### src/common/vp_macros.svh
// Videopac host glue constants

`ifndef VP_MACROS_SVH
`define VP_MACROS_SVH

// CPU enable period in clk_sys cycles
`define VP_CPU_DIV_NTSC 8
`define VP_CPU_DIV_PAL 12

// VDC enable period in clk_sys cycles
`define VP_VDC_DIV_NTSC 6
`define VP_VDC_DIV_PAL 10

// Cartridge ROM depth in bytes
`define VP_ROM_DEPTH 16384

// Image sizes that select a bank mapping
`define VP_IMG_4K 4096
`define VP_IMG_8K 8192
`define VP_IMG_16K 16384

// Download index of an XROM image
`define VP_IDX_XROM 2

// Highest download index that goes to the cartridge ROM
`define VP_IDX_CART_LAST 2

`endif

### src/common/vp_pkg.sv
// Videopac host glue types

package vp_pkg;

	// Console cartridge address bus
	typedef logic [11:0] cart_addr_t;

	// Byte address into the cartridge ROM
	typedef logic [13:0] rom_addr_t;

	// Data byte, also used for ASCII codes
	typedef logic [7:0] byte_t;

	// Host download address and file index
	typedef logic [24:0] dl_addr_t;
	typedef logic [7:0] dl_index_t;

	// Byte count of the last downloaded image
	typedef logic [15:0] img_size_t;

	// PS/2 event word
	// Bit 10 toggles per event, bit 9 pressed, bits 8:0 extended flag and scancode
	typedef logic [10:0] ps2_key_t;

	// Host joystick word
	// Bits 3:0 up/down/left/right, 4 action, 5 reset, 15:6 keys 1..9,0
	typedef logic [15:0] joy_t;

	// Numeric keypad, bit 0 is key 1 and bit 9 is key 0
	typedef logic [9:0] pad_t;

	// Active low line pair, bit 1 first player and bit 0 second player
	typedef logic [1:0] player_pair_t;

	// Cartridge download tracking
	typedef enum logic [1:0] {
		st_idle,
		st_loading,
		st_loaded
	} dl_state_t;

endpackage

### src/common/rom_port_if.sv
// Cartridge ROM access port

`timescale 1ns/1ps

interface rom_port_if;

	// Download side, one byte per cycle with wr_en high
	logic wr_en;
	vp_pkg::rom_addr_t wr_addr;
	vp_pkg::byte_t wr_data;

	// Console side, data follows rd_en by one cycle
	logic rd_en;
	vp_pkg::rom_addr_t rd_addr;
	vp_pkg::byte_t rd_data;

	modport loader (
		output wr_en, wr_addr, wr_data,
		output rd_en, rd_addr
	);

	modport mem (
		input  wr_en, wr_addr, wr_data,
		input  rd_en, rd_addr,
		output rd_data
	);

endinterface

### src/cart/cart_loader.sv
// Cartridge download and bank mapping

`timescale 1ns/1ps
`include "vp_macros.svh"

module cart_loader (
	input  logic clk_sys,
	input  logic reset,
	input  logic dl_active_i,
	input  logic dl_wr_i,
	input  vp_pkg::dl_addr_t dl_addr_i,
	input  vp_pkg::dl_index_t dl_index_i,
	input  vp_pkg::byte_t dl_data_i,
	input  vp_pkg::cart_addr_t cart_addr_i,
	input  logic cart_bs0_i,
	input  logic cart_bs1_i,
	input  logic cart_psen_n_i,
	rom_port_if.loader rom
);

	vp_pkg::dl_state_t state;
	vp_pkg::img_size_t size;
	logic xrom;
	logic dl_start;

	//////////////////////////////////////////////////
	// Download tracking

	// Rising edge of the download window
	assign dl_start = dl_active_i & (state != vp_pkg::st_loading);

	always_ff @(posedge clk_sys or posedge reset) begin
		if (reset) begin
			state <= vp_pkg::st_idle;
			size <= '0;
			xrom <= 1'b0;
		end else begin
			case (state)
				vp_pkg::st_loading: begin
					if (!dl_active_i)
						state <= vp_pkg::st_loaded;
					else if (dl_wr_i)
						size <= size + 16'd1;
				end
				default: begin
					if (dl_start) begin
						state <= vp_pkg::st_loading;
						// A byte in the first cycle counts too
						size <= {15'd0, dl_wr_i};
						xrom <= (dl_index_i == vp_pkg::dl_index_t'(`VP_IDX_XROM));
					end
				end
			endcase
		end
	end

	// Cartridge images go straight into the ROM
	assign rom.wr_en = dl_active_i & dl_wr_i &
		(dl_index_i <= vp_pkg::dl_index_t'(`VP_IDX_CART_LAST));
	assign rom.wr_addr = dl_addr_i[13:0];
	assign rom.wr_data = dl_data_i;

	// Download address inside the ROM
	assert property (@(posedge clk_sys) disable iff (reset)
		rom.wr_en |-> (dl_addr_i < vp_pkg::dl_addr_t'(`VP_ROM_DEPTH)));

	//////////////////////////////////////////////////
	// Console address decode

	// Reads pause while a download owns the ROM
	assign rom.rd_en = ~cart_psen_n_i & (state != vp_pkg::st_loading);

	always_comb begin
		if (xrom) begin
			// XROM sees the full 4K window directly
			rom.rd_addr = {2'b00, cart_addr_i};
		end else begin
			case (size)
				16'(`VP_IMG_4K):
					rom.rd_addr = {2'b00, cart_bs0_i, cart_addr_i[11], cart_addr_i[9:0]};
				16'(`VP_IMG_8K):
					rom.rd_addr = {1'b0, cart_bs1_i, cart_bs0_i, cart_addr_i[11], cart_addr_i[9:0]};
				16'(`VP_IMG_16K):
					rom.rd_addr = {cart_bs1_i, cart_bs0_i, cart_addr_i};
				default:
					rom.rd_addr = {3'b000, cart_addr_i[11], cart_addr_i[9:0]};
			endcase
		end
	end

	// Image bigger than the ROM
	assert property (@(posedge clk_sys) disable iff (reset)
		(state == vp_pkg::st_loading) |-> (size <= 16'(`VP_IMG_16K)));

endmodule

### src/flat_wrapper.sv
// flat-port wrapper written by rule: the top's interface ports become plain ports
module cart_loader_flat 
  (clk_sys, reset, dl_active_i, dl_wr_i, dl_addr_i, dl_index_i, dl_data_i, cart_addr_i, cart_bs0_i, cart_bs1_i, cart_psen_n_i, rom_wr_en, rom_wr_addr, rom_wr_data, rom_rd_en, rom_rd_addr);
  rom_port_if rom_i ();
  input  logic clk_sys;
  input  logic reset;
  input  logic dl_active_i;
  input  logic dl_wr_i;
  input  vp_pkg::dl_addr_t dl_addr_i;
  input  vp_pkg::dl_index_t dl_index_i;
  input  vp_pkg::byte_t dl_data_i;
  input  vp_pkg::cart_addr_t cart_addr_i;
  input  logic cart_bs0_i;
  input  logic cart_bs1_i;
  input  logic cart_psen_n_i;
  output wire logic [$bits(rom_i.wr_en)-1:0] rom_wr_en;
  output wire logic [$bits(rom_i.wr_addr)-1:0] rom_wr_addr;
  output wire logic [$bits(rom_i.wr_data)-1:0] rom_wr_data;
  output wire logic [$bits(rom_i.rd_en)-1:0] rom_rd_en;
  output wire logic [$bits(rom_i.rd_addr)-1:0] rom_rd_addr;
  assign rom_wr_en = rom_i.wr_en;
  assign rom_wr_addr = rom_i.wr_addr;
  assign rom_wr_data = rom_i.wr_data;
  assign rom_rd_en = rom_i.rd_en;
  assign rom_rd_addr = rom_i.rd_addr;
  cart_loader u_core (.clk_sys(clk_sys), .reset(reset), .dl_active_i(dl_active_i), .dl_wr_i(dl_wr_i), .dl_addr_i(dl_addr_i), .dl_index_i(dl_index_i), .dl_data_i(dl_data_i), .cart_addr_i(cart_addr_i), .cart_bs0_i(cart_bs0_i), .cart_bs1_i(cart_bs1_i), .cart_psen_n_i(cart_psen_n_i), .rom(rom_i));
endmodule
### config.mk
export PLATFORM = sky130hd
export DESIGN_NAME = cart_loader_flat
export DESIGN_NICKNAME = d
export VERILOG_FILES = /design/src/common/vp_pkg.sv /design/src/common/rom_port_if.sv /design/src/cart/cart_loader.sv /design/src/flat_wrapper.sv
export VERILOG_INCLUDE_DIRS = /design/src /design/src/common
export SDC_FILE = /design/constraint.sdc
export NUM_CORES = 1
export LEC_CHECK = 0
export BUFFER_PORTS_ARGS = -buffer_cell sky130_fd_sc_hd__buf_2
export CAP_MARGIN = 20
export CORE_MARGIN = 2
export CORE_UTILIZATION = 46
export DETAILED_ROUTE_END_ITERATION = 16
export PLACE_DENSITY = 0.93
export RECOVER_POWER = 25
export SLEW_MARGIN = 20
export SYNTH_ARGS = -nofsm -noshare
export SYNTH_HDL_FRONTEND = slang
export SYNTH_SLANG_ARGS = --single-unit
### constraint.sdc
create_clock -name clk_sys -period 6.4 [get_ports clk_sys]
set_clock_uncertainty 0.15 [all_clocks]
set_input_delay 0 -clock clk_sys [delete_from_list [all_inputs] [get_ports clk_sys]]
set_output_delay 0 -clock clk_sys [all_outputs]
set_load 0.03 [all_outputs]
; ---- Word level (Yosys, flattened, before mapping)
; Cells that the tools add are included.
[totals]
out_inout_bits = 38
rom_bits = 0
inputBits = 60
latch_bits = 0
memories = 0
ram_bits = 0
ff_bits = 19
[op_classes]
n_eq_ne = 9
shift = 0
n_reduce_logical = 4
n_lt_le_gt_ge = 1
div = 0
n_bitwise = 6
multipliers = 0
mux = 9
n_addsub = 1
[ops]
columns = cell, n
row1 = $mux 16, 4
row2 = $pmux 14 s3, 1
row3 = $add 16x1->16 const B, 1
row4 = $eq 16x13->1 const B, 1
row5 = $eq 16x14->1 const B, 1
row6 = $eq 16x15->1 const B, 1
row7 = $mux 14, 1
row8 = $eq 8x2->1 const B, 1
row9 = $le 8x2->1 const B, 1
row10 = $mux 2, 3
row11 = $ne 2x2->1 const B, 3
row12 = $and 1x1->1, 4
row13 = $reduce_and 2->1, 2
row14 = $reduce_and 3->1, 1
row15 = $eq 2x1->1 const B, 1
row16 = $ne 2x1->1 const B, 1
row17 = $not 1->1, 2
row18 = $reduce_bool 2->1, 1

; ---- Longest topological paths before layout
[depth]
ltp_word = 4
mapped_depth = 8
depth_no_buf = 5

; ---- Worst setup path after synthesis
; Ideal clock, no wire load.
[synth_path]
path_type = register -> register
start = register u_core.state[0]
end = register u_core.size[7]
stages_incl_launch_ff = 8
arrival_ps = 1928
setup_time_ps = 66
path_slack_ps = 4256
path_buffers = 2
required_ps = 6184
path_cell_list = dfrtp_1 -> nor2b_1 -> buf_2 -> ha_1 -> clkbuf_1 -> or4_2 -> o21ai_0 -> a22o_1
[synth_between]
elab_chain_cells = 4
word_cells_on_any_way = 8
[synth_lines]
columns = element, line
row1 = start: declaration, cart_loader.sv:21  ; vp_pkg::dl_state_t state;
row2 = start signal: assignment, cart_loader.sv:34  ; state <= vp_pkg::st_idle;
row3 = start signal: assignment, cart_loader.sv:41  ; state <= vp_pkg::st_loaded;
row4 = start signal: assignment, cart_loader.sv:47  ; state <= vp_pkg::st_loading;
row5 = $ne 2x1->1, cart_loader.sv:30  ; assign dl_start = dl_active_i & (state != vp_pkg::st_loading);
row6 = $and 1x1->1, cart_loader.sv:30
row7 = $reduce_bool 2->1 (no source line), -
row8 = $reduce_and 3->1 (no source line), -
row9 = end signal: assignment, cart_loader.sv:43  ; size <= size + 16'd1;
row10 = end signal: assignment, cart_loader.sv:49  ; size <= {15'd0, dl_wr_i};
row11 = end: declaration, cart_loader.sv:22  ; vp_pkg::img_size_t size;
; Several ways; a longest one is shown, not always the timed one.
; A chain may end at the register's enable or synchronous reset.

; ---- Worst setup path in the final report
[layout_path]
start = register u_core.state[1]
end = register u_core.xrom
[layout_between]
elab_chain_cells = 3
word_cells_on_any_way = 5
[layout_lines]
columns = element, line
row1 = $ne 2x1->1 / $eq 2x1->1 (equally long branches), "cart_loader.sv:30, cart_loader.sv:38"
row2 = $and 1x1->1 / $not 1->1 (equally long branches), -
row3 = $reduce_and 2->1 (no source line) (*), -
row4 = end signal: assignment, cart_loader.sv:50  ; xrom <= (dl_index_i == vp_pkg::dl_index_t'(`VP_IDX_XROM));
row5 = end: declaration, cart_loader.sv:23  ; logic xrom;
; Every way passes the cells marked *; elsewhere a longest branch is shown, timed or not.

==> results.toml <==
[floorplanning]
die_area_um2 = 3860
rows = 21
core-area_um2 = 3280
die_h_um = 62.1
die_w_um = 62.1
start_util_pct = 47.4
ioPinCount = 98

[sta]
fin_setup_tns_ns = 0
rsz0062_at_grt = "no"
slew_violations = 0
period_share_pct = 49.5
worstMarginPinSlew_ns = 0.752
relSlewSlack_pct = 48.9
hold_viol = 0
setup_viol = 0
finalCriticalPeriod_ns = 3.17
fmaxAchievable_mhz = 316

[finish]
n_fill_cell = 282
seqCellArea_um2 = 475
multiInputGateArea_um2 = 769
syn_to_final_growth_pct = 18.3
drive_gt1_share_pct = 18.0
stdcell_area_um2 = 1840
nets = 270
antenna_cells = 0

[placed_design]
dpl_cell_area_um2 = 1440
io_buffers = 22
place.gp.congestion = 0.815
place_hpwl_um = 2130

[setup_path]
timing.critical_path.to_type = "flop"
slowest_delay_ns = 0.57
reg2reg_from = "u_core.state[1]$_DFFE_PP0P_"
crit_slowest_cell = "nor2b_1"
worst-path-buf-inv = 3
critical-path-top-delay-family = "buffers and inverters"
crit_top_cell = "dlygate4sd3_1"
cp.required_ns = 6.45
path_cells = "nor2b_1, inv_1, ha_1, nand3b_1, dlygate4sd3_1, o22ai_1, dlygate4sd3_1"
critPathKind = "reg2reg"
arrival_ns = 3.22
cp_max_fo = 12
startpoint_type = "flop"
worstSetupStartpoint = "u_core.state[1]$_DFFE_PP0P_"

[drt]
firstDrtPassIters = 4
post-route-drc-count = 0
post_drt_wl_per_cell_um = 14.2
ant_nets = 0
wirelength_um = 3570
via_count = 1409
avgViaCountPerCell = 5.61
drt_iter0_markers = 43

[pwr]
p_leak_nw = 0.800
power_density_nw_per_um2 = 235
max-vdd-ir-drop_mv = 0.229

[clock_tree]
clk_pin_slew_ns = 0.12
cts_tree = "built"
cts_root_buffer = "clkbuf_4"
cts_buffers = 3
clock-sinks = 19
ctsResizeCount = 0
htree_levels = 1
clock_tree.buffer_depth = 2
clock_latency_ns = 0.31

[logic_synthesis]
syn-instance-count = 184
yosysWarnings = 0
synth.net_count = 248
synth_compound_area_share_pct = 10.9
muxShareOfSynthArea_pct = 7.24
synth_top_family_by_area = "simple AND/OR/NAND/NOR gates"
post_synth_and_or_nand_nor_area_fraction_pct = 27.3
ys_async_sr_fraction_pct = 100
ys_seq_area_share_pct = 30.6
synth_cell_type_count = 42
synthAdderAreaFrac_pct = 3.22
postSynthAreaPerCell_um2 = 8.45
synthXorXnorAreaFrac_pct = 0.563
ys_ff_latch = 19
synthFlopType = "dfrtp_1"
synth_area_um2 = 1560
synth_edf_count = 0

[global_route]
grt-ovfl-total = 0
grt_max_degree = 21
antenna_found_initial = 0
grt_util_all_layers_pct = 18.8
grt_pass1_vias = 1309
grt_pass1_wl_um = 5900

[run_status]
status = "completed"

[hold_path]
holdCritStartpoint = "dl_active_i"
hold_class = "in2reg"

[run]
drv_cap = 0
==> cell families after synthesis <==
group                      after synthesis
AOI/OAI and AO/OA                       26
DFF                                     19
buffers and inverters                   50
and+or+nand+nor                         73
muxes                                   11
xor gates and xnor gates                 1
adders and majority gates                4
==> worst min-delay path, delay by kind of cell <==
kind	cells	cell delay, ns
AOI/OAI and AO/OA	1	0.09
adders and majority gates	1	0.18
buffers and inverters	2	0.21
==> report_power, final <==
part           switching [mW]  internal, mW
combinational           0.142        0.0736
clock                  0.0401        0.0233
sequential             0.0181         0.136
==> registers in the layout, indices dropped and copies added (netlist names) <==
register,count
u_core.size,16
u_core.xrom,1
u_core.state,2
==> routing by layer <==
metal  track usage, %  vias to the layer above  share of wire [%]
li1                 -                      660                  -
met1             21.2                      660                 38
met2             34.6                       81                 54
met3             2.72                        8                6.1
met4             8.61                        0                1.6
met5                0                        -                  0
==> stage by stage <==
| stage | util (%) | hold slack, ns | cells | power (mW) | worst slack (ns) |
|---|---|---|---|---|---|
| detailed placement | 43.8 | -0.150 | 210 | 0.326 | 3.71 |
| finish | 56.0 | 0.0629 | 251 | 0.433 | 3.23 |
| floorplan | - | -0.199 | 184 | 0.328 | 4.26 |
| global route | 56.0 | 0.117 | 251 | 0.471 | 3.03 |
| global placement | 43.8 | -0.150 | 210 | 0.319 | 3.83 |
| CTS | 55.9 | 0.0493 | 251 | 0.429 | 3.31 |
==> layout by cell type (no fill, tap or decap), types with 5 or more instances in the layout <==
| cell type | instances |
|---|---|
| nor3_1 | 5 |
| buf_2 | 22 |
| nor2_1 | 7 |
| nand2b_1 | 7 |
| inv_1 | 8 |
| dlygate4sd3_1 | 37 |
| o21ai_0 | 7 |
| nand3_1 | 5 |
| mux2i_1 | 8 |
| nand2_1 | 22 |
| dfrtp_1 | 19 |
| nor4_1 | 7 |
==> layout make-up <==
| cell class | instances | area share [%] |
|---|---|---|
| multi-input combinational | 115 | 41.8 |
| timing repair buffer | 59 | 26.1 |
| sequential | 19 | 25.8 |
| tap | 46 | 3.13 |
| inverter | 8 | 1.63 |
| clock buffer | 3 | 1.22 |
| clock inverter | 1 | 0.272 |
==> synthesized netlist by cell type (5+ instances only) <==
cell / number / share of area [%]
nand2_1: 22 / 5.3
mux2i_1: 9 / 5.8
dfrtp_1: 19 / 31
inv_1: 8 / 1.9
buf_4: 32 / 15
nor2_1: 7 / 1.7
nand2b_1: 7 / 2.8
o21ai_0: 7 / 2.3
nor4_1: 7 / 2.8
nand3_1: 5 / 1.6
nor3_1: 5 / 1.6
==> timing repair <==
action | 4_1_cts | 5_1_grt
setup endpoints to repair | 0 | 0
setup buffers | 0 | 0
hold buffers | 37 | 0
endpoints found under the hold margin | 53 | 0
==> final timing paths <==
kind / end / slack [ns] / cells past startpoint
max in group asynchronous: u_core.size[14]$_DFFE_PP0P_ / 5.43 / 3
min in group asynchronous: u_core.size[1]$_DFFE_PP0P_ / 0.20 / 3
worst min register to register: u_core.state[1]$_DFFE_PP0P_ / 0.36 / 2
worst min-delay path: u_core.state[1]$_DFFE_PP0P_ / 0.06 / 4
worst max-delay path: u_core.xrom$_DFFE_PP0P_ / 3.23 / 7
worst max register to register: u_core.xrom$_DFFE_PP0P_ / 3.23 / 7
Note: power is estimated with default switching activity, not from simulation.
