==> config.mk <==
export PLATFORM = sky130hd
export DESIGN_NAME = clk_enables
export DESIGN_NICKNAME = d
export VERILOG_FILES = /design/src/hdl/clk_enables.sv
export VERILOG_INCLUDE_DIRS = /design/src /design/src/common
export SDC_FILE = /design/constraint.sdc
export NUM_CORES = 1
export LEC_CHECK = 0
export BUFFER_PORTS_ARGS = -buffer_cell sky130_fd_sc_hd__buf_4
export CORE_AREA = 2 2 39 41
export DETAILED_ROUTE_END_ITERATION = 7
export DIE_AREA = 0 0 41 43
export GPL_TIMING_DRIVEN = 0
export HOLD_SLACK_MARGIN = 0.1
export PLACE_DENSITY_LB_ADDON = 0.1
export SLEW_MARGIN = 20
export SYNTH_ARGS = -nofsm -noshare
export SYNTH_HDL_FRONTEND = slang
export SYNTH_SLANG_ARGS = --single-unit
==> constraint.sdc <==
create_clock -name clk_sys -period 1.2 [get_ports clk_sys]
set_input_delay 0.24 -clock clk_sys [delete_from_list [all_inputs] [get_ports clk_sys]]
set_output_delay 0.24 -clock clk_sys [all_outputs]
set_load 0.005 [all_outputs]
==> src/common/vp_macros.svh <==
// Videopac host glue constants

`ifndef VP_MACROS_SVH
`define VP_MACROS_SVH

// CPU enable period in clk_sys cycles
`define VP_CPU_DIV_NTSC 8
`define VP_CPU_DIV_PAL 12

// VDC enable period in clk_sys cycles
`define VP_VDC_DIV_NTSC 6
`define VP_VDC_DIV_PAL 10

// Cartridge ROM depth in bytes
`define VP_ROM_DEPTH 16384

// Image sizes that select a bank mapping
`define VP_IMG_4K 4096
`define VP_IMG_8K 8192
`define VP_IMG_16K 16384

// Download index of an XROM image
`define VP_IDX_XROM 2

// Highest download index that goes to the cartridge ROM
`define VP_IDX_CART_LAST 2

`endif

==> src/hdl/clk_enables.sv <==
// CPU and VDC clock enables

`timescale 1ns/1ps
`include "vp_macros.svh"

module clk_enables (
	input  logic clk_sys,
	input  logic reset,
	input  logic pal_i,
	output logic cpu_en_o,
	output logic vdc_en_o
);

	// Terminal counts, channel 0 is CPU and channel 1 is VDC
	localparam logic [3:0] last_ntsc [2] = '{4'(`VP_CPU_DIV_NTSC - 1), 4'(`VP_VDC_DIV_NTSC - 1)};
	localparam logic [3:0] last_pal [2] = '{4'(`VP_CPU_DIV_PAL - 1), 4'(`VP_VDC_DIV_PAL - 1)};

	logic pal_q;
	logic pal_seen;
	logic restart;
	logic [1:0] en_q;

	//////////////////////////////////////////////////
	// Video standard change detect

	// No restart on the first cycle out of reset
	assign restart = pal_seen & (pal_i != pal_q);

	always_ff @(posedge clk_sys or posedge reset) begin
		if (reset) begin
			pal_q <= 1'b0;
			pal_seen <= 1'b0;
		end else begin
			pal_q <= pal_i;
			pal_seen <= 1'b1;
		end
	end

	//////////////////////////////////////////////////
	// Divider channels

	for (genvar ch = 0; ch < 2; ch++) begin : g_div
		logic [3:0] cnt;
		logic [3:0] last;

		// Period follows the current standard
		assign last = pal_i ? last_pal[ch] : last_ntsc[ch];

		always_ff @(posedge clk_sys or posedge reset) begin
			if (reset) begin
				cnt <= 4'd0;
				en_q[ch] <= 1'b0;
			end else if (restart) begin
				// Start a fresh period
				cnt <= 4'd0;
				en_q[ch] <= 1'b0;
			end else if (cnt == last) begin
				cnt <= 4'd0;
				en_q[ch] <= 1'b1;
			end else begin
				cnt <= cnt + 4'd1;
				en_q[ch] <= 1'b0;
			end
		end

		// Pulses stay one cycle wide, even across a standard change
		assert property (@(posedge clk_sys) disable iff (reset) en_q[ch] |=> !en_q[ch]);
	end

	assign cpu_en_o = en_q[0];
	assign vdc_en_o = en_q[1];

endmodule

Word-level counts from Yosys, hierarchy flattened
Index checks and enable logic that the tools add are counted.
{"block": "word_totals", "register_bits": 12, "output_inout_bits": 2}
{"block": "classes", "n_addsub": 2, "n_eq_ne": 3, "n_mux": 10, "n_bitwise": 1}
{"op": "2-to-1 mux 4 bit", "count": 6}
{"op": "adder 4 x 1 -> 4 bit, second input constant", "count": 2}
{"op": "equality test 4 bit", "count": 2}
{"op": "2-to-1 mux 1 bit", "count": 4}
{"op": "bitwise AND 1 bit", "count": 1}
{"op": "!= test 1 bit", "count": 1}

Logic depth before layout (Yosys ltp)
Gate-level depths: netlist of run 1.
{"block": "depth", "word_depth": 4, "ltp_mapped": 5, "ltp_nobuf": 5}

Worst setup path before layout of run 1
Ideal clock, no wire load.
{"block": "synth_timing", "kind": "reg2reg", "from": "register g_div[1].cnt[1]", "to": "register g_div[1].cnt[2]", "setup_ps": 140, "arrival_ps": 1057, "required_ps": 1060, "setup_slack_ps": 4, "stages_incl_launch_ff": 6, "n_path_buf": 0, "cell_sequence": "dfrtp_1 > inv_1 > ha_1 > nand2b_1 > o31ai_1 > nor3_1"}
{"block": "synth_via", "elab_chain_len": 3}
{"element": "from (decl)", "line_no": "clk_enables.sv:43", "rtl": "logic [3:0] cnt;"}
{"element": "from (signal assigned)", "line_no": "clk_enables.sv:61", "rtl": "cnt <= cnt + 4'd1;"}
{"element": "adder 4 x 1 -> 4 bit or equality test 4 bit (tied branches)", "line_no": "clk_enables.sv:61, clk_enables.sv:57"}
{"element": "2-to-1 mux 4 bit (*)", "line_no": "clk_enables.sv:57", "rtl": "end else if (cnt == last) begin"}
{"element": "2-to-1 mux 4 bit (*)", "line_no": "clk_enables.sv:53", "rtl": "end else if (restart) begin"}
Every way passes the cells marked *; elsewhere a longest branch is shown, timed or not.

Worst setup path after layout of run 1
{"block": "layout_timing", "from": "register g_div[0].cnt[3]", "to": "register g_div[0].cnt[3]"}
{"block": "layout_via", "elab_chain_len": 3}
{"element": "from (decl)", "line_no": "clk_enables.sv:43"}
{"element": "from (signal assigned)", "line_no": "clk_enables.sv:61"}
{"element": "adder 4 x 1 -> 4 bit or equality test 4 bit (tied branches)", "line_no": "clk_enables.sv:61, clk_enables.sv:57"}
{"element": "2-to-1 mux 4 bit (*)", "line_no": "clk_enables.sv:57"}
{"element": "2-to-1 mux 4 bit (*)", "line_no": "clk_enables.sv:53"}
Marks and branches as above.

==> results of run 1 <==
[power breakdown]
group | leakage, nW | internal (mW) | switching [mW]
combinational | 0.156 | 0.337 | 0.256
sequential | 0.152 | 0.526 | 0.124
clock | 0.0138 | 0.116 | 0.123
total | 0.322 | 0.979 | 0.502
[registers in the layout, indices dropped and copies added (netlist names)]
signal     flops
pal_q          1
g_div.cnt      8
pal_seen       1
vdc_en_o       1
cpu_en_o       1
[layer usage]
layer,share of wire,vias to the layer above,GRT usage
li1,-,207,-
met1,0.42,218,0.212
met2,0.53,6,0.238
met3,0.036,2,0.0471
met4,0.013,0,0.120
met5,0,-,0
[what timing repair did]
item,CTS,global route
endpoints found under the setup margin,9,8
pin swaps,1,4
setup buffers,3,1
endpoints found under the hold margin,13,0
gates resized for setup,6,9
hold buffers,2,0
[per-stage QoR]
step                std cells   TNS (ns)  setup slack (ns)
finish                     80    -0.0455           -0.0163
CTS                        79  -0.000412         -0.000412
global placement           71     -0.711            -0.113
detailed placement         71      -1.34            -0.179
floorplan                  51          0           0.00358
global route               80     -0.463           -0.0676
[synth_stat cells]
cell	instances	area (um2)
nand2b_1	1	6.26
ha_1	3	37.5
nand4b_1	2	17.5
a21oi_1	1	5.00
a2111o_1	1	11.3
a21boi_0	1	7.51
nor3_1	7	35.0
nor2b_1	1	6.26
o2111ai_1	1	8.76
dfrtp_1	12	300
inv_1	5	18.8
nor2_1	1	3.75
nand3b_1	1	7.51
o31ai_1	1	7.51
or3b_1	1	8.76
buf_6	1	11.3
nand3_1	2	10.0
a21o_1	1	7.51
a31oi_1	1	6.26
xnor2_1	3	26.3
xor2_1	2	17.5
conb_1	1	3.75
or4b_1	1	10.0
[worst min path at each step]
stage | from | to | slack (ns) | cells past startpoint
after floorplan | reset | cpu_en_o | 0.10 | 1
after global placement | reset | pal_seen | 0.26 | 2
after detailed placement | reset | pal_seen | 0.27 | 2
after CTS | pal_i | vdc_en_o | 0.38 | 4
after global routing | pal_i | vdc_en_o | 0.39 | 4
final | pal_i | vdc_en_o | 0.39 | 4
[tightest hold or removal path, delay by kind of cell]
kind                   cells  cell delay, ns
AO/OA/AOI/OAI              2            0.17
buffers and inverters      2            0.21
[final cells by class]
class / instances / area [um2] / area share
Multi-Input combinational cell: 33 / 309 / 0.405
Sequential cell: 12 / 302 / 0.395
Timing Repair Buffer: 10 / 80.1 / 0.105
Clock buffer: 3 / 22.5 / 0.0295
Tap cell: 16 / 20.0 / 0.0262
Inverter: 5 / 18.8 / 0.0246
Buffer: 1 / 11.3 / 0.0148
[kinds of logic (layout without fill, tap and decap cells)]
family                     after synthesis  after routing  synth area share
and+or+nand+nor                         17             17             0.183
buffers and inverters                    6             19            0.0523
xor gates and xnor gates                 5              5            0.0763
other                                    1              1           0.00653
adders and majority gates                3              3            0.0654
DFF                                     12             12             0.523
AOI/OAI and AO/OA                        7              7            0.0937
[cells in the final DEF (no fill, tap or decap), types with 2 or more instances in the layout]
master | synthesis | routed
dlygate4sd3_1 | 0 | 2
dfrtp_1 | 12 | 11
xnor2_1 | 3 | 3
buf_4 | 0 | 8
nand3_1 | 2 | 2
clkbuf_4 | 0 | 3
nand4b_1 | 2 | 2
nor3_2 | 0 | 3
inv_1 | 5 | 4
xor2_1 | 2 | 2
nor3_1 | 7 | 4
==> flow_metrics.env, run 1 <==
export IMPL_die_x_um=41
export IMPL_path_buf_inv=0
export IMPL_boundaryPins=5
export IMPL_synth_yosys_warnings=0
export IMPL_setup_viol=4
export IMPL_antenna_cells=0
export IMPL_end_kind="flop"
export IMPL_routed_wl_um=1080
export IMPL_final_area_um2=763
export IMPL_drive_above_1_share=0.375
export IMPL_grt_first_pass_wirelength_um=1960
export IMPL_r2r_slack_ns=-0.02
export IMPL_dp_hpwl_um=723
export IMPL_p_per_area_mw_per_mm2=1940
export IMPL_final_antenna_net_count=0
export IMPL_synth_seq_area_share=0.523
export IMPL_clock_sinks=12
export IMPL_cts_buffer_depth=2
export IMPL_r2r_end="g_div[0].cnt[3]"
export IMPL_crit_type="reg -> reg"
export IMPL_clk_latency_ns=0.27
export IMPL_rsz0062_at_grt="true"
export IMPL_critPathTopFamily="simple AND/OR/NAND/NOR gates"
export IMPL_outcome="finished, violations left"
export IMPL_synth_area_um2=574
export IMPL_cp_endpoint="g_div[0].cnt[3]"
export IMPL_p_total_mw=1.48
export IMPL_fin_nets=72
export IMPL_ir_worst_vdd_mv=1.05
export IMPL_final_core_util=0.552
export IMPL_max_cap_violations=0
export IMPL_slew_violations=0
export IMPL_grt_overflow_total=0
export IMPL_r2r_start="g_div[0].cnt[3]"
export IMPL_crit_fanout=3
export IMPL_post_route_period_util=1.01
export IMPL_critPathLaunch="g_div[0].cnt[3]"
export IMPL_cts_buffers=3
export IMPL_ys_ff_latch=12
export IMPL_grt_pass1_vias=443
export IMPL_die_area_mm2=0.00176
export IMPL_drt_iter0_markers=3
export IMPL_drc=0
export IMPL_gp_congestion=0.624
export IMPL_reg2reg_depth=3
export IMPL_hold_class="in -> reg"
export IMPL_grt_max_degree=13
export IMPL_root_buffer="clkbuf_4"
export IMPL_core_mm2=0.00138
export IMPL_finalCriticalPeriod_ns=1.22
export IMPL_drtPass1Iterations=3
export IMPL_post_drt_wl_per_cell_um=13.5
export IMPL_dpl_instance_area_um2=624
export IMPL_area_delta_synth_final_pct=32.9
export IMPL_cp_slowest_stage_delay_ns=0.40
export IMPL_antenna_found_initial=0
export IMPL_worst_slack_ns=-0.0163
export IMPL_synth_cells=51
export IMPL_syn_nets=57
export IMPL_cp_required_ns=1.35
export IMPL_via_count=433
export IMPL_cp_arrival_ns=1.36
export IMPL_path_clk_slew_ns=0.07
export IMPL_leakage_nw=0.322
export IMPL_clock_fmax_ghz=0.822
export IMPL_fin_skew_ns=0.00165
export IMPL_synth_area_per_cell_um2=11.3
export IMPL_slowest_stage="dfrtp_1"
export IMPL_nFillCells=130
export IMPL_htree_levels=1
export IMPL_hold_worst_slack_ns=0.387
export IMPL_initial_core_util=0.415
export IMPL_path_cells="or3b_4 > a21oi_2 > nor3_1"
export IMPL_fp_dieH_um=43
export IMPL_io_buffers=4
export IMPL_path_depth=3
export IMPL_synth_distinct_cells=23
export IMPL_via_per_inst=5.41
export IMPL_hold_viol=0
export IMPL_critPathLaunchType="flop"
export IMPL_tritoncts="yes"
export IMPL_core_rowCount=14
export IMPL_violations="setup timing"
export IMPL_grt_use_total=0.169
Power figures use the tool's default switching activity.
==> inputs of run 2 (changes only) <==
Settings changed: CTS_BUF_LIST from default to sky130_fd_sc_hd__clkbuf_8.
==> run 2 against run 1 <==
Effect of this change: the flow still finishes with violations (setup timing); final cell count fell by 1.3%; non-clock buffer count decreased by 1; combinational power fell by 2%; first-iteration DRC count is the same; critical path type unchanged; largest cell class unchanged; largest power group unchanged.
==> flow_metrics.env, run 2 (synthesized netlist as in run 1, its figures left out) <==
export IMPL_ir_worst_vdd_mv=1.18
export IMPL_gp_congestion=0.624
export IMPL_area_delta_synth_final_pct=34.4
export IMPL_drc=0
export IMPL_die_x_um=41
export IMPL_initial_core_util=0.415
export IMPL_r2r_end="g_div[1].cnt[3]"
export IMPL_dp_hpwl_um=723
export IMPL_cts_buffer_depth=2
export IMPL_drt_iter0_markers=3
export IMPL_grt_first_pass_wirelength_um=1900
export IMPL_antenna_found_initial=0
export IMPL_wl_met2_um=518
export IMPL_dr_wl_met3_um=34
export IMPL_via_count=426
export IMPL_m1WireLength_um=460
export IMPL_fin_nets=71
export IMPL_root_buffer="clkbuf_8"
export IMPL_hold_worst_slack_ns=0.128
export IMPL_cp_arrival_ns=1.34
export IMPL_reg2reg_depth=5
export IMPL_grt_overflow_total=0
export IMPL_hold_class="in -> reg"
export IMPL_final_core_util=0.558
export IMPL_r2r_start="g_div[1].cnt[1]"
export IMPL_tritoncts="yes"
export IMPL_final_area_um2=772
export IMPL_die_area_mm2=0.00176
export IMPL_end_kind="flop"
export IMPL_top_layer_used="met4"
export IMPL_violations="setup timing"
export IMPL_setup_tns_ns=-0.0584
export IMPL_post_drt_wl_per_cell_um=13.3
export IMPL_routed_wl_um=1050
export IMPL_p_per_area_mw_per_mm2=2060
export IMPL_finalCriticalPeriod_ns=1.23
export IMPL_slew_violations=0
export IMPL_grt_pass1_vias=427
export IMPL_fp_dieH_um=43
export IMPL_path_clk_slew_ns=0.05
export IMPL_drive_above_1_share=0.381
export IMPL_io_buffers=4
export IMPL_final_common_cell="dfrtp_1"
export IMPL_critPathLaunch="g_div[1].cnt[1]"
export IMPL_grt_use_total=0.166
export IMPL_critPathLaunchType="flop"
export IMPL_clock_fmax_ghz=0.815
export IMPL_final_cell_mix="dfrtp_1, buf_4, inv_1, nor3_1"
export IMPL_clock_sinks=12
export IMPL_cp_required_ns=1.32
export IMPL_fin_skew_ns=0.00287
export IMPL_antenna_cells=0
export IMPL_core_rowCount=14
export IMPL_top_register="g_div.cnt"
export IMPL_htree_levels=1
export IMPL_dpl_instance_area_um2=624
export IMPL_core_mm2=0.00138
export IMPL_grt_max_degree=13
export IMPL_r2r_slack_ns=-0.03
export IMPL_hold_viol=0
export IMPL_nFillCells=126
export IMPL_boundaryPins=5
export IMPL_max_cap_violations=0
export IMPL_cts_buffers=3
export IMPL_leakage_nw=0.325
export IMPL_outcome="finished, violations left"
export IMPL_clk_latency_ns=0.24
export IMPL_final_antenna_net_count=0
export IMPL_crit_type="reg -> reg"
export IMPL_cp_endpoint="g_div[1].cnt[3]"
export IMPL_setup_viol=5
export IMPL_post_route_period_util=1.02
export IMPL_via_per_inst=5.39
export IMPL_worst_slack_ns=-0.0267
export IMPL_crit_fanout=4
export IMPL_largest_reg_flops=8
export IMPL_drtPass1Iterations=2
export IMPL_rsz0062_at_grt="true"
-- run 2: cell count changes in the layout (fill, tap and decap cells not counted), sizes merged --
cell | before | now
dlygate4sd3 | 2 | 1
-- run 2: worst min path at each step --
| stage | slack [ns] | cells after the start | endpoint | start |
|---|---|---|---|---|
| after floorplan | 0.10 | 1 | cpu_en_o | reset |
| after CTS | 0.12 | 1 | pal_q | pal_i |
| after global placement | 0.26 | 2 | pal_seen | reset |
| after detailed placement | 0.27 | 2 | pal_seen | reset |
| final | 0.13 | 1 | pal_q | pal_i |
| after global routing | 0.13 | 1 | pal_q | pal_i |
-- run 2: timing repair --
item | 4_1_cts | 5_1_grt
cloned | 0 | 0
setup buffers | 3 | 1
setup endpoints to repair | 9 | 8
gates resized for setup | 6 | 9
pin swaps | 1 | 4
hold endpoints to repair | 12 | 0
hold buffers | 1 | 0
-- run 2: stage by stage --
| step | power (mW) | worst slack, ns | instances |
|---|---|---|---|
| 2_1_floorplan | 0.903 | 0.00358 | 51 |
| 3_3_place_gp | 0.956 | -0.113 | 71 |
| 3_5_place_dp | 1.01 | -0.179 | 71 |
| 4_1_cts | 1.48 | 0.00225 | 78 |
| 5_1_grt | 1.71 | -0.0819 | 79 |
| 6_report | 1.59 | -0.0267 | 79 |
-- run 2: cell type report --
type | instances | area [um2] | share of cell area
buffer | 1 | 11.3 | 0.0146
clock buffer | 3 | 41.3 | 0.0535
inverter | 5 | 18.8 | 0.0243
multi-input combinational | 33 | 309 | 0.400
sequential | 12 | 302 | 0.391
tap | 16 | 20.0 | 0.0259
timing repair buffer | 9 | 70.1 | 0.0908
-- run 2: critical path, stage by stage, from the launching register on --
cell      delay (ns)
dfrtp_1         0.39
inv_2           0.07
ha_4            0.15
nand2b_4        0.06
o31ai_4         0.36
nor3_1          0.08
-- run 2: where the power goes --
group          total (mW)  leakage, nW  internal, mW  switching, mW
clock network       0.360       0.0216         0.220          0.139
registers           0.649        0.152         0.527          0.122
logic               0.580        0.152         0.332          0.249
total                1.59        0.325          1.08          0.510
-- run 2: layer usage --
metal | vias up | GRT usage
met5 | - | 0
met2 | 7 | 0.225
met1 | 207 | 0.208
met4 | 0 | 0.133
met3 | 5 | 0.0471
li1 | 207 | -
