$ cat src/common/vp_macros.svh
// Videopac host glue constants

`ifndef VP_MACROS_SVH
`define VP_MACROS_SVH

// CPU enable period in clk_sys cycles
`define VP_CPU_DIV_NTSC 8
`define VP_CPU_DIV_PAL 12

// VDC enable period in clk_sys cycles
`define VP_VDC_DIV_NTSC 6
`define VP_VDC_DIV_PAL 10

// Cartridge ROM depth in bytes
`define VP_ROM_DEPTH 16384

// Image sizes that select a bank mapping
`define VP_IMG_4K 4096
`define VP_IMG_8K 8192
`define VP_IMG_16K 16384

// Download index of an XROM image
`define VP_IDX_XROM 2

// Highest download index that goes to the cartridge ROM
`define VP_IDX_CART_LAST 2

`endif

$ cat src/common/vp_pkg.sv
// Videopac host glue types

package vp_pkg;

	// Console cartridge address bus
	typedef logic [11:0] cart_addr_t;

	// Byte address into the cartridge ROM
	typedef logic [13:0] rom_addr_t;

	// Data byte, also used for ASCII codes
	typedef logic [7:0] byte_t;

	// Host download address and file index
	typedef logic [24:0] dl_addr_t;
	typedef logic [7:0] dl_index_t;

	// Byte count of the last downloaded image
	typedef logic [15:0] img_size_t;

	// PS/2 event word
	// Bit 10 toggles per event, bit 9 pressed, bits 8:0 extended flag and scancode
	typedef logic [10:0] ps2_key_t;

	// Host joystick word
	// Bits 3:0 up/down/left/right, 4 action, 5 reset, 15:6 keys 1..9,0
	typedef logic [15:0] joy_t;

	// Numeric keypad, bit 0 is key 1 and bit 9 is key 0
	typedef logic [9:0] pad_t;

	// Active low line pair, bit 1 first player and bit 0 second player
	typedef logic [1:0] player_pair_t;

	// Cartridge download tracking
	typedef enum logic [1:0] {
		st_idle,
		st_loading,
		st_loaded
	} dl_state_t;

endpackage

$ cat src/input/host_input.sv
// Joystick and keyboard input

`timescale 1ns/1ps

module host_input (
	input  logic clk_sys,
	input  logic reset,
	input  vp_pkg::joy_t joy0_i,
	input  vp_pkg::joy_t joy1_i,
	input  logic swap_i,
	input  vp_pkg::ps2_key_t ps2_key_i,
	output vp_pkg::player_pair_t joy_up_n_o,
	output vp_pkg::player_pair_t joy_down_n_o,
	output vp_pkg::player_pair_t joy_left_n_o,
	output vp_pkg::player_pair_t joy_right_n_o,
	output vp_pkg::player_pair_t joy_action_n_o,
	output logic console_reset_n_o,
	output logic key_valid_o,
	output vp_pkg::byte_t key_ascii_o,
	output logic key_released_o
);

	// Scancode to ASCII, extended flag ignored
	function automatic vp_pkg::byte_t ps2_ascii(input logic [7:0] code);
		case (code)
			8'h16: return "1";
			8'h1E: return "2";
			8'h26: return "3";
			8'h25: return "4";
			8'h2E: return "5";
			8'h36: return "6";
			8'h3D: return "7";
			8'h3E: return "8";
			8'h46: return "9";
			8'h45: return "0";
			8'h1C: return "a";
			8'h32: return "b";
			8'h21: return "c";
			8'h23: return "d";
			8'h24: return "e";
			8'h2B: return "f";
			8'h34: return "g";
			8'h33: return "h";
			8'h43: return "i";
			8'h3B: return "j";
			8'h42: return "k";
			8'h4B: return "l";
			8'h3A: return "m";
			8'h31: return "n";
			8'h44: return "o";
			8'h4D: return "p";
			8'h15: return "q";
			8'h2D: return "r";
			8'h1B: return "s";
			8'h2C: return "t";
			8'h3C: return "u";
			8'h2A: return "v";
			8'h1D: return "w";
			8'h22: return "x";
			8'h35: return "y";
			8'h1A: return "z";
			8'h29: return " ";
			8'h79: return "+";
			8'h7B: return "-";
			8'h7C: return "*";
			8'h4A: return "/";
			8'h55: return "=";
			// GUI keys act as yes and no
			8'h1F: return 8'h11;
			8'h27: return 8'h12;
			8'h5A: return 8'h0A;
			8'h66: return 8'h08;
			default: return 8'h00;
		endcase
	endfunction

	// Lowest pressed key wins, zero when none
	function automatic vp_pkg::byte_t pad_ascii(input vp_pkg::pad_t pad);
		vp_pkg::byte_t code;
		code = 8'h00;
		for (int i = 9; i >= 0; i--) begin
			if (pad[i])
				code = (i == 9) ? "0" : 8'("1" + i);
		end
		return code;
	endfunction

	vp_pkg::joy_t joy_a;
	vp_pkg::joy_t joy_b;
	vp_pkg::pad_t pad;
	vp_pkg::pad_t pad_q;
	logic toggle_q;
	logic ps2_event;
	logic pad_event;

	//////////////////////////////////////////////////
	// Joysticks

	assign joy_a = swap_i ? joy1_i : joy0_i;
	assign joy_b = swap_i ? joy0_i : joy1_i;

	// Console lines are low when pressed
	assign joy_right_n_o = {~joy_a[0], ~joy_b[0]};
	assign joy_left_n_o = {~joy_a[1], ~joy_b[1]};
	assign joy_down_n_o = {~joy_a[2], ~joy_b[2]};
	assign joy_up_n_o = {~joy_a[3], ~joy_b[3]};
	assign joy_action_n_o = {~joy_a[4], ~joy_b[4]};
	assign console_reset_n_o = ~(joy_a[5] & joy_b[5]);

	//////////////////////////////////////////////////
	// Key events

	// Either player's keypad counts
	assign pad = joy_a[15:6] | joy_b[15:6];
	assign ps2_event = ps2_key_i[10] ^ toggle_q;
	assign pad_event = (pad != pad_q);

	always_ff @(posedge clk_sys or posedge reset) begin
		if (reset) begin
			toggle_q <= 1'b0;
			pad_q <= '0;
			key_valid_o <= 1'b0;
			key_released_o <= 1'b0;
		end else begin
			toggle_q <= ps2_key_i[10];
			pad_q <= pad;
			key_valid_o <= ps2_event | pad_event;
			key_released_o <= ~ps2_key_i[9] & (pad == '0);
		end
	end

	// PS/2 has priority when both change together
	always_ff @(posedge clk_sys) begin
		if (ps2_event)
			key_ascii_o <= ps2_ascii(ps2_key_i[7:0]);
		else if (pad_event)
			key_ascii_o <= pad_ascii(pad);
	end

endmodule

$ cat config.mk
export PLATFORM = sky130hd
export DESIGN_NAME = host_input
export DESIGN_NICKNAME = d
export VERILOG_FILES = /design/src/common/vp_macros.svh /design/src/common/vp_pkg.sv /design/src/input/host_input.sv
export SDC_FILE = /design/constraint.sdc
export NUM_CORES = 1
export LEC_CHECK = 0
export ABC_AREA = 0
export ABC_CLOCK_PERIOD_IN_PS = 2400
export BUFFER_PORTS_ARGS = -buffer_cell sky130_fd_sc_hd__buf_2
export CORE_MARGIN = 2
export CORE_UTILIZATION = 51
export DETAILED_ROUTE_END_ITERATION = 7
export PLACE_DENSITY = 0.85
export SKIP_CTS_REPAIR_TIMING = 1
export SLEW_MARGIN = 10
export SYNTH_ARGS = -nofsm -noshare
export SYNTH_HDL_FRONTEND = slang
export SYNTH_SLANG_ARGS = --single-unit
$ cat constraint.sdc
create_clock -name clk_sys -period 2.4 [get_ports clk_sys]
set_clock_uncertainty 0.15 [all_clocks]
set_input_delay 0.24 -clock clk_sys [delete_from_list [all_inputs] [get_ports clk_sys]]
set_output_delay 0.24 -clock clk_sys [all_outputs]
set_load 0.05 [all_outputs]
## Word-level counts from Yosys, hierarchy flattened

Memory sizes are Yosys's and may differ from the RTL's.
Index checks and enable logic that the tools add are counted.

| word-level totals | value |
|---|---|
| bits of input ports | 46 |
| output and inout bits | 21 |
| bits in registers | 21 |
| ROM bits | 896 |
| memories kept | 1 |
| logic and storage cells | 41 |

| operators by class | value |
|---|---|
| muxes and demuxes | 15 |
| eq/ne operators | 1 |
| bitwise gates (word level) | 17 |
| reduce and logical (&&, ||, !) cells | 2 |

Memory list:

| name | words | width | rd ports | clocked after Yosys merged registers in | write ports | RTL line | RTL |
|---|---|---|---|---|---|---|---|
| (name not given) | 128 | 7 | 1 | 0 | 0 | host_input.sv:25 | `case (code)` |

Operator list:

| operator | number |
|---|---|
| 2-to-1 mux 8 bit | 12 |
| 2-to-1 mux 16 bit | 2 |
| NOT 1 bit | 12 |
| logical NOT 10 bit | 1 |
| != test 10 bit | 1 |
| bitwise OR 10 bit | 1 |
| 2-to-1 mux 6 bit | 1 |
| AND 1 bit | 2 |
| nonzero test 2 bit | 1 |
| bitwise OR 1 bit | 1 |
| bitwise XOR 1 bit | 1 |

## Longest topological paths before layout

Gate-level depths: netlist (run 1).

| depth | value |
|---|---|
| depth in word-level cells | 14 |
| mapped depth | 8 |
| gate-level depth less buffers | 7 |

## Worst setup path before layout (run 1)

OpenSTA, ideal clock, no wires.

| timing | value |
|---|---|
| kind | input port to output port |
| start | in swap_i |
| end | out joy_action_n_o[0] |
| stages | 2 |
| required time | 2.010 ns |
| buffers on the path | 1 |
| data arrival time | 1.603 ns |
| slack | 0.407 ns |
| path through | clkbuf_1 mux2i_1 |

| between the ends | value |
|---|---|
| cells in the longest elaborated chain, start to end | 2 |

RTL lines:

| element | RTL line | RTL |
|---|---|---|
| start, declared | host_input.sv:10 | `input logic swap_i,` |
| 2-to-1 mux 16 bit | host_input.sv:100 | `assign joy_b = swap_i ? joy0_i : joy1_i;` |
| NOT 1 bit | host_input.sv:107 | `assign joy_action_n_o = {~joy_a[4], ~joy_b[4]};` |
| end, declared | host_input.sv:16 | `output vp_pkg::player_pair_t joy_action_n_o,` |

Every way passes these cells.

## Final worst setup path (run 1)

| timing | value |
|---|---|
| start | in ps2_key_i[10] |
| end | reg key_ascii_o[1] (enable) |

| between the ends | value |
|---|---|
| cells in the longest elaborated chain, start to end | 2 |

RTL lines:

| element | RTL line | RTL |
|---|---|---|
| start, declared | host_input.sv:11 | `input vp_pkg::ps2_key_t ps2_key_i,` |
| bitwise XOR 1 bit | host_input.sv:115 | `assign ps2_event = ps2_key_i[10] ^ toggle_q;` |
| nonzero test 2 bit (no line) | -- |  |
| end signal, assigned | host_input.sv:135 | `key_ascii_o <= ps2_ascii(ps2_key_i[7:0]);` |
| end signal, assigned | host_input.sv:137 | `key_ascii_o <= pad_ascii(pad);` |
| end, declared | host_input.sv:19 | `output vp_pkg::byte_t key_ascii_o,` |

Every way passes these cells.
A chain may end at the register's enable or synchronous reset.

==> results.sh, run 1 <==
export IMPL_status="finished clean"
export IMPL_crit_top_cell="nand4_1"
export IMPL_htreeDepth=1
export IMPL_powerDensity_nw_per_um2=469.3
export IMPL_antenna_found_initial=0
export IMPL_slew_headroom=0.6552
export IMPL_clk_pin_slew_ns=0.07
export IMPL_cts_root_buf="clkbuf_8"
export IMPL_rsz0062_at_grt="false"
export IMPL_finalSetupTns_ns=0
export IMPL_vias=1988
export IMPL_synth_edf_count=7
export IMPL_detail_route_wl_per_cell_um=14.05
export IMPL_nets=354
export IMPL_period_minus_slack_ns=2.082
export IMPL_synth_fp_nets=288
export IMPL_synth_area_sq_um=1979
export IMPL_worstSetupPathType="in -> reg"
export IMPL_gp_congestion=0.9065
export IMPL_slowest_stage="dlygate4sd3_1"
export IMPL_area_growth_pct=21.68
export IMPL_core_area_sq_um=3689
export IMPL_ys_async_sr_fraction=0.6500
export IMPL_tightest_slew_ns=0.5171
export IMPL_ys_types=61
export IMPL_leakagePower_nw=1.082
export IMPL_grt_util_all_layers=0.2305
export IMPL_cap_violations=0
export IMPL_fmax_ghz=0.4803
export IMPL_grt_overflow_total=0
export IMPL_hold_violations=0
export IMPL_total_power_mw=1.130
export IMPL_clock_latency_ns=0.26
export IMPL_rows=22
export IMPL_worstPathCellList="dlygate4sd3_1 -> buf_2 -> xnor2_1 -> nand4_1 -> nor2_1 -> nand4_1"
export IMPL_required_ns=2.14
export IMPL_finalCritPeriodShare=0.8676
export IMPL_vias_per_cell=5.729
export IMPL_fin_cells=347
export IMPL_dp_hpwl_mm=3.803
export IMPL_cts_sinks=20
export IMPL_final_max_slew_viol_count=0
export IMPL_design_area_sq_um=2409
export IMPL_pin_count=67
export IMPL_grt_pass1_vias=1724
export IMPL_yosysWarningCount=0
export IMPL_num_antenna_cells=0
export IMPL_clock_path_buffers=2
export IMPL_crit_fanout=8
export IMPL_max_stage_delay_ns=0.53
export IMPL_cp_arrival_ns=1.82
export IMPL_post_route_util=0.6530
export IMPL_setup_viol=0
export IMPL_cts_inserted_buffers=3
export IMPL_yosys_register_bits=20
export IMPL_die_y_um=66.30
export IMPL_setup_ws_ns=0.3178
export IMPL_avgSynthCellArea_sq_um=8.459
export IMPL_holdWs_ns=0.06214
export IMPL_syn_inst=234
export IMPL_drtIter0Drc=197
export IMPL_hold_path_class="in -> reg"
export IMPL_post_place_ws_ns=0.2278
export IMPL_dpl_cell_area_sq_um=2307
export IMPL_ys_flop_type="dfrtp_1"
export IMPL_route_detailed_drc=0
export IMPL_endpoint_kind="register"
export IMPL_cts_tree="yes"
export IMPL_fillers=338
export IMPL_dieArea_sq_um=4396
export IMPL_min_path_cells=3
export IMPL_postRouteAntennaNets=0
export IMPL_drive_gt1_frac=0.3110
export IMPL_die_w_um=66.30
export IMPL_ff2ff_setup_slack_ns=0.55
export IMPL_dp_cells=340
export IMPL_grt_pass1_wl_mm=7.748
export IMPL_ir_drop_uv=330.4
export IMPL_port_buffer_count=64
export IMPL_reg2reg_depth=4
export IMPL_yosysSeqAreaShare=0.2705
export IMPL_wirelength_mm=4.876
export IMPL_cp_start_kind="input port"
export IMPL_start_util=0.5366
export IMPL_grt_max_degree=31
export IMPL_drt_first_pass_iters=5
==> synthesized netlist by cell type, types with 3 or more instances <==
| master | count | area (sq um) |
|---|---|---|
| mux2i_1 | 12 | 120.1 |
| buf_2 | 3 | 15.01 |
| inv_1 | 15 | 56.30 |
| o21ai_0 | 10 | 50.05 |
| buf_4 | 5 | 37.54 |
| dfrtp_1 | 13 | 325.3 |
| nor2b_1 | 4 | 25.02 |
| edfxtp_1 | 7 | 210.2 |
| a31oi_1 | 4 | 25.02 |
| nand4_1 | 4 | 25.02 |
| ha_1 | 8 | 100.1 |
| buf_6 | 4 | 45.04 |
| nor3_1 | 3 | 15.01 |
| a21oi_1 | 6 | 30.03 |
| o21ai_1 | 4 | 20.02 |
| nor2_1 | 22 | 82.58 |
| xor2_1 | 9 | 78.83 |
| nand2b_1 | 7 | 43.79 |
| o211ai_1 | 5 | 37.54 |
| nand2_1 | 22 | 82.58 |
| o22ai_1 | 5 | 31.28 |
| nand3_1 | 7 | 35.03 |
| xnor2_1 | 4 | 35.03 |
==> report_power, final <==
part	switching, mW	internal, mW	total [mW]	leakage (nW)
logic	0.269	0.141	0.410	0.830
clock network	0.115	0.223	0.337	0.0357
registers	0.00655	0.376	0.383	0.217
total	0.390	0.740	1.13	1.08
==> worst paths after layout <==
check                               from        endpoint
max reg2reg                     toggle_q  key_ascii_o[1]
min                           joy1_i[14]        pad_q[8]
min in group asynchronous          reset        pad_q[6]
max in group asynchronous          reset        pad_q[8]
min reg2reg                     pad_q[6]     key_valid_o
max                        ps2_key_i[10]  key_ascii_o[1]
==> placed cells by master, fill, tap and decap left out, drive strengths merged, types with 2 or more instances in the layout <==
master       count
nand3            7
buf             73
nand2b           7
a21boi           3
nor3             3
o21ai           15
a21oi            7
mux2i           12
xnor2            4
nand4            4
xor2             9
inv             16
nor4             2
o2111ai          2
o311ai           2
o31ai            2
o2111a           2
dlygate4sd3      3
o211ai           5
nor2b            6
nor3b            2
a41o             2
ha               8
nor2            24
o221ai           3
nand3b           2
edfxtp           7
dfrtp           13
a211oi           3
o22ai            5
nand2           24
a31oi            4
a211o            2
clkbuf           3
==> worst max-delay path, delay by kind of cell <==
| family | cells | cell delay (ns) |
|---|---|---|
| xor gates and xnor gates | 1 | 0.25 |
| and+or+nand+nor | 3 | 0.67 |
| buffers and inverters | 2 | 0.66 |
==> flip-flops by register name (all words and copies together) (netlist names) <==
name / count
key_ascii_o: 7
key_valid_o: 1
pad_q: 10
toggle_q: 1
key_released_o: 1
==> layer usage <==
metal / routed length [um] / track usage / up-vias
met4: 65 / 0.06633 / 0
met1: 2096 / 0.3073 / 903
met5: 0 / 0 / -
li1: - / - / 986
met3: 405 / 0.04429 / 10
met2: 2307 / 0.3775 / 89
==> layout make-up <==
class	count	area [sq um]	area share
Clock inverter	1	30.03	0.01247
Timing Repair Buffer	76	417.9	0.1735
Inverter	16	60.06	0.02494
Sequential cell	20	535.5	0.2223
Clock buffer	3	41.29	0.01714
Multi-Input combinational cell	183	1264	0.5247
Tap cell	48	60.06	0.02494
==> cell families after synthesis <==
kind of cell,Yosys count,synth area share
other,1,0.001895
buffers and inverters,31,0.09102
AO/OA/AOI/OAI,64,0.2415
flip-flops,20,0.2705
multiplexers,12,0.06069
XOR/XNOR,13,0.05752
adder cells (fa/ha/maj),8,0.05057
AND/OR/NAND/NOR,85,0.2263
Note: power is estimated with default switching activity, not from simulation.
==> run 2: changes to the inputs <==
- CELL_PAD_IN_SITES_DETAIL_PLACEMENT: unset -> 0
- CELL_PAD_IN_SITES_GLOBAL_PLACEMENT: unset -> 1
- CORE_UTILIZATION: 51 -> 37
==> results.sh, run 2 (synthesis results as in run 1) <==
export IMPL_status="finished clean"
export IMPL_drtIter0Drc=184
export IMPL_largest_register="pad_q"
export IMPL_leakagePower_nw=1.067
export IMPL_grt_util_all_layers=0.1675
export IMPL_largest_register_ff_count=10
export IMPL_cts_inserted_buffers=3
export IMPL_setup_ws_ns=0.3388
export IMPL_num_antenna_cells=0
export IMPL_vias=1915
export IMPL_clock_latency_ns=0.26
export IMPL_dr_max_layer_used="met3"
export IMPL_hold_violations=0
export IMPL_vias_per_cell=5.247
export IMPL_finalSetupTns_ns=0
export IMPL_wirelength_mm=4.995
export IMPL_worst_path_buf_inv=3
export IMPL_rows=26
export IMPL_drive_gt1_frac=0.3017
export IMPL_ff2ff_setup_slack_ns=0.59
export IMPL_drt_first_pass_iters=5
export IMPL_cp_start_kind="input port"
export IMPL_worstReg2RegStart="toggle_q"
export IMPL_required_ns=2.28
export IMPL_final_max_slew_viol_count=0
export IMPL_area_growth_pct=22.19
export IMPL_gp_congestion=0.8847
export IMPL_die_y_um=77.14
export IMPL_post_place_ws_ns=0.1753
export IMPL_drt_met1_wl_mm=2.327
export IMPL_cts_sinks=20
export IMPL_dp_hpwl_mm=3.816
export IMPL_wl_met2_mm=2.353
export IMPL_hold_path_class="in -> reg"
export IMPL_dieArea_sq_um=5951
export IMPL_clk_pin_slew_ns=0.07
export IMPL_rsz0062_at_grt="false"
export IMPL_biggestRegsByFlops="pad_q (10), key_ascii_o (7)"
export IMPL_powerDensity_nw_per_um2=464.9
export IMPL_crit_start="ps2_key_i[10]"
export IMPL_htreeDepth=1
export IMPL_endpoint_kind="register"
export IMPL_max_stage_delay_ns=0.53
export IMPL_grt_overflow_total=0
export IMPL_clock_path_buffers=2
export IMPL_tightest_slew_ns=0.5659
export IMPL_antenna_found_initial=0
export IMPL_cp_arrival_ns=1.94
export IMPL_cap_violations=0
export IMPL_slew_headroom=0.6227
export IMPL_die_w_um=77.14
export IMPL_nets=350
export IMPL_grt_pass1_wl_mm=8.217
export IMPL_route_detailed_drc=0
export IMPL_grt_max_degree=31
export IMPL_finalCritPeriodShare=0.8588
export IMPL_setup_viol=0
export IMPL_core_area_sq_um=5140
export IMPL_port_buffer_count=64
export IMPL_slowest_stage="dlygate4sd3_1"
export IMPL_fmax_ghz=0.4852
export IMPL_pin_count=67
export IMPL_cts_root_buf="clkbuf_8"
export IMPL_grt_pass1_vias=1779
export IMPL_wl_met3_um=314
export IMPL_worstPathCellList="dlygate4sd3_1 -> buf_2 -> xnor2_1 -> buf_4 -> nor2_2 -> o21ai_0 -> a211o_1 -> o41ai_1"
export IMPL_worstSetupPathType="in -> reg"
export IMPL_worstHoldStart="joy0_i[7]"
export IMPL_postRouteAntennaNets=0
export IMPL_period_minus_slack_ns=2.061
export IMPL_crit_fanout=8
export IMPL_cts_tree="yes"
export IMPL_post_route_util=0.4705
export IMPL_most_common_layout_cells="buf_2, nor2_1, nand2_1"
export IMPL_ir_drop_uv=240.6
export IMPL_detail_route_wl_per_cell_um=13.68
export IMPL_fillers=550
export IMPL_crit_family="buffers and inverters"
export IMPL_final_common_cell="buf_2"
export IMPL_start_util=0.3851
==> run 2: cell types whose count changed in the layout (fill, tap and decap cells not counted), sizes merged <==
cell  before  now
buf       73   69
==> run 2: layout make-up <==
type,count,area (sq um),share of cell area
Clock buffer,3,41.29,0.01707
Timing Repair Buffer,72,400.4,0.1655
Clock inverter,1,30.03,0.01242
Inverter,16,60.06,0.02483
Sequential cell,20,535.5,0.2214
Tap cell,70,87.58,0.03621
Multi-Input combinational cell,183,1264,0.5225
==> run 2: worst paths after layout <==
check                                 end  cells past startpoint
min                              pad_q[1]                      3
max                        key_ascii_o[3]                      8
min in group asynchronous        pad_q[1]                      3
max reg2reg                key_ascii_o[3]                      6
min reg2reg                   key_valid_o                      2
max in group asynchronous     key_valid_o                      3
==> run 2: stage by stage <==
step	std cells	hold WS (ns)	total power [mW]	cell area, sq um
after floorplan	234	-0.03304	0.6879	1979
after global placement	358	0.1316	0.7908	2317
after detailed placement	358	0.1441	0.7948	2317
after CTS	362	-0.1349	1.126	2389
after global routing	365	0.06045	1.178	2419
final	365	0.05315	1.124	2419
==> run 2: metal layers <==
layer / GRT usage / vias to the layer above
li1: - / 974
met4: 0.01429 / 0
met3: 0.02824 / 0
met2: 0.2783 / 78
met5: 0 / -
met1: 0.2370 / 863
==> run 2: power by group <==
group	internal (mW)	switching, mW	leakage [nW]
Sequential	0.376	0.00610	0.217
Combinational	0.139	0.271	0.815
Clock	0.223	0.109	0.0357
Total	0.738	0.386	1.07
==> run 2: worst min-delay path: stages <==
cell and delay (ns):
buf_2 0.07, nor2_1 0.06, inv_1 0.05
==> run 3: changes to the inputs <==
- CORE_ASPECT_RATIO: unset -> 0.8
==> results.sh, run 3 (synthesis results as in run 1) <==
export IMPL_vias=1954
export IMPL_fmax_ghz=0.4627
export IMPL_drive_gt1_frac=0.3201
export IMPL_period_minus_slack_ns=2.161
export IMPL_violations="DRC"
export IMPL_endpoint_kind="register"
export IMPL_die_y_um=69.42
export IMPL_core_area_sq_um=5094
export IMPL_htreeDepth=1
export IMPL_port_buffer_count=64
export IMPL_finalSetupTns_ns=0
export IMPL_required_ns=2.14
export IMPL_route_detailed_drc=4
export IMPL_cp_arrival_ns=1.90
export IMPL_most_common_layout_cells="buf_2, nor2_1, nand2_1"
export IMPL_cp_start_kind="input port"
export IMPL_postRouteAntennaNets=0
export IMPL_area_growth_pct=24.72
export IMPL_ir_drop_uv=225.9
export IMPL_cts_sinks=20
export IMPL_grt_max_degree=26
export IMPL_num_antenna_cells=0
export IMPL_biggestRegsByFlops="pad_q (10), key_ascii_o (7)"
export IMPL_setup_viol=0
export IMPL_rows=23
export IMPL_start_util=0.3886
export IMPL_grt_pass1_wl_mm=8.652
export IMPL_pin_count=67
export IMPL_die_w_um=85.78
export IMPL_wirelength_mm=5.416
export IMPL_finalCritPeriodShare=0.9005
export IMPL_final_max_slew_viol_count=0
export IMPL_cts_inserted_buffers=3
export IMPL_crit_fanout=8
export IMPL_nets=358
export IMPL_tightest_slew_ns=0.4992
export IMPL_dp_hpwl_mm=4.277
export IMPL_drtIter0Drc=210
export IMPL_powerDensity_nw_per_um2=463.8
export IMPL_cts_root_buf="clkbuf_8"
export IMPL_post_place_ws_ns=0.2213
export IMPL_setup_ws_ns=0.2387
export IMPL_largest_register_ff_count=10
export IMPL_clock_path_buffers=2
export IMPL_grt_util_all_layers=0.1781
export IMPL_worstSetupPathType="in -> reg"
export IMPL_leakagePower_nw=1.106
export IMPL_dieArea_sq_um=5955
export IMPL_hold_path_class="in -> reg"
export IMPL_rsz0062_at_grt="false"
export IMPL_post_route_util=0.4846
export IMPL_largest_register="pad_q"
export IMPL_detail_route_wl_per_cell_um=14.84
export IMPL_drt_first_pass_iters=7
export IMPL_gp_congestion=0.8529
export IMPL_status="finished with violations"
export IMPL_grt_pass1_vias=1699
export IMPL_slew_headroom=0.6668
export IMPL_final_common_cell="buf_2"
export IMPL_grt_overflow_total=0
export IMPL_vias_per_cell=5.353
export IMPL_hold_violations=0
export IMPL_antenna_found_initial=0
export IMPL_cap_violations=0
export IMPL_clock_latency_ns=0.26
export IMPL_clk_pin_slew_ns=0.08
export IMPL_cts_tree="yes"
==> run 3: cell count changes in the layout (fill, tap and decap cells not counted), sizes merged <==
cell	change
buf	+8
==> run 3: path summary, 6_finish.rpt <==
path	from	to	slack, ns	depth (start not counted)
max	ps2_key_i[10]	key_ascii_o[2]	0.24	6
min	joy1_i[15]	pad_q[9]	0.06	3
max reg2reg	toggle_q	key_ascii_o[2]	0.48	4
min reg2reg	pad_q[6]	key_valid_o	0.66	2
max in group asynchronous	reset	pad_q[1]	1.37	3
min in group asynchronous	reset	pad_q[7]	0.39	3
==> run 3: report_power, final <==
group	switching (mW)	internal [mW]	total [mW]
Combinational	0.277	0.148	0.425
Sequential	0.00702	0.376	0.383
Clock	0.114	0.223	0.337
==> run 3: worst max-delay path, cell delays in order <==
cell and delay [ns]:
dlygate4sd3_1 0.52, buf_2 0.13, xnor2_1 0.32, nand4_1 0.18, nor2_1 0.14, nand4_1 0.37
==> run 3: metrics by stage <==
| step | power (mW) | cell area, sq um | std cells | hold WS, ns |
|---|---|---|---|---|
| after floorplan | 0.6879 | 1979 | 234 | -0.03304 |
| after global placement | 0.8031 | 2367 | 358 | 0.1419 |
| after detailed placement | 0.8078 | 2367 | 358 | 0.1482 |
| after CTS | 1.144 | 2439 | 362 | -0.1389 |
| after global routing | 1.206 | 2469 | 365 | 0.06144 |
| final | 1.145 | 2469 | 365 | 0.05746 |
==> run 3: layout make-up <==
cell class	instances	area, sq um
inverters	16	60.06
clock inverters	1	30.03
fillers	505	2625
clock buffers	3	41.29
multi-input cells	183	1264
well taps	62	77.57
repair buffers	80	460.4
flip-flops and latches	20	535.5
==> run 3: routing by layer <==
metal / global-route usage / vias up / wire [um]
li1: - / 986 / -
met1: 0.2759 / 899 / 2772
met2: 0.2509 / 67 / 2296
met3: 0.04524 / 2 / 326
met4: 0.02646 / 0 / 21
met5: 0 / - / 0
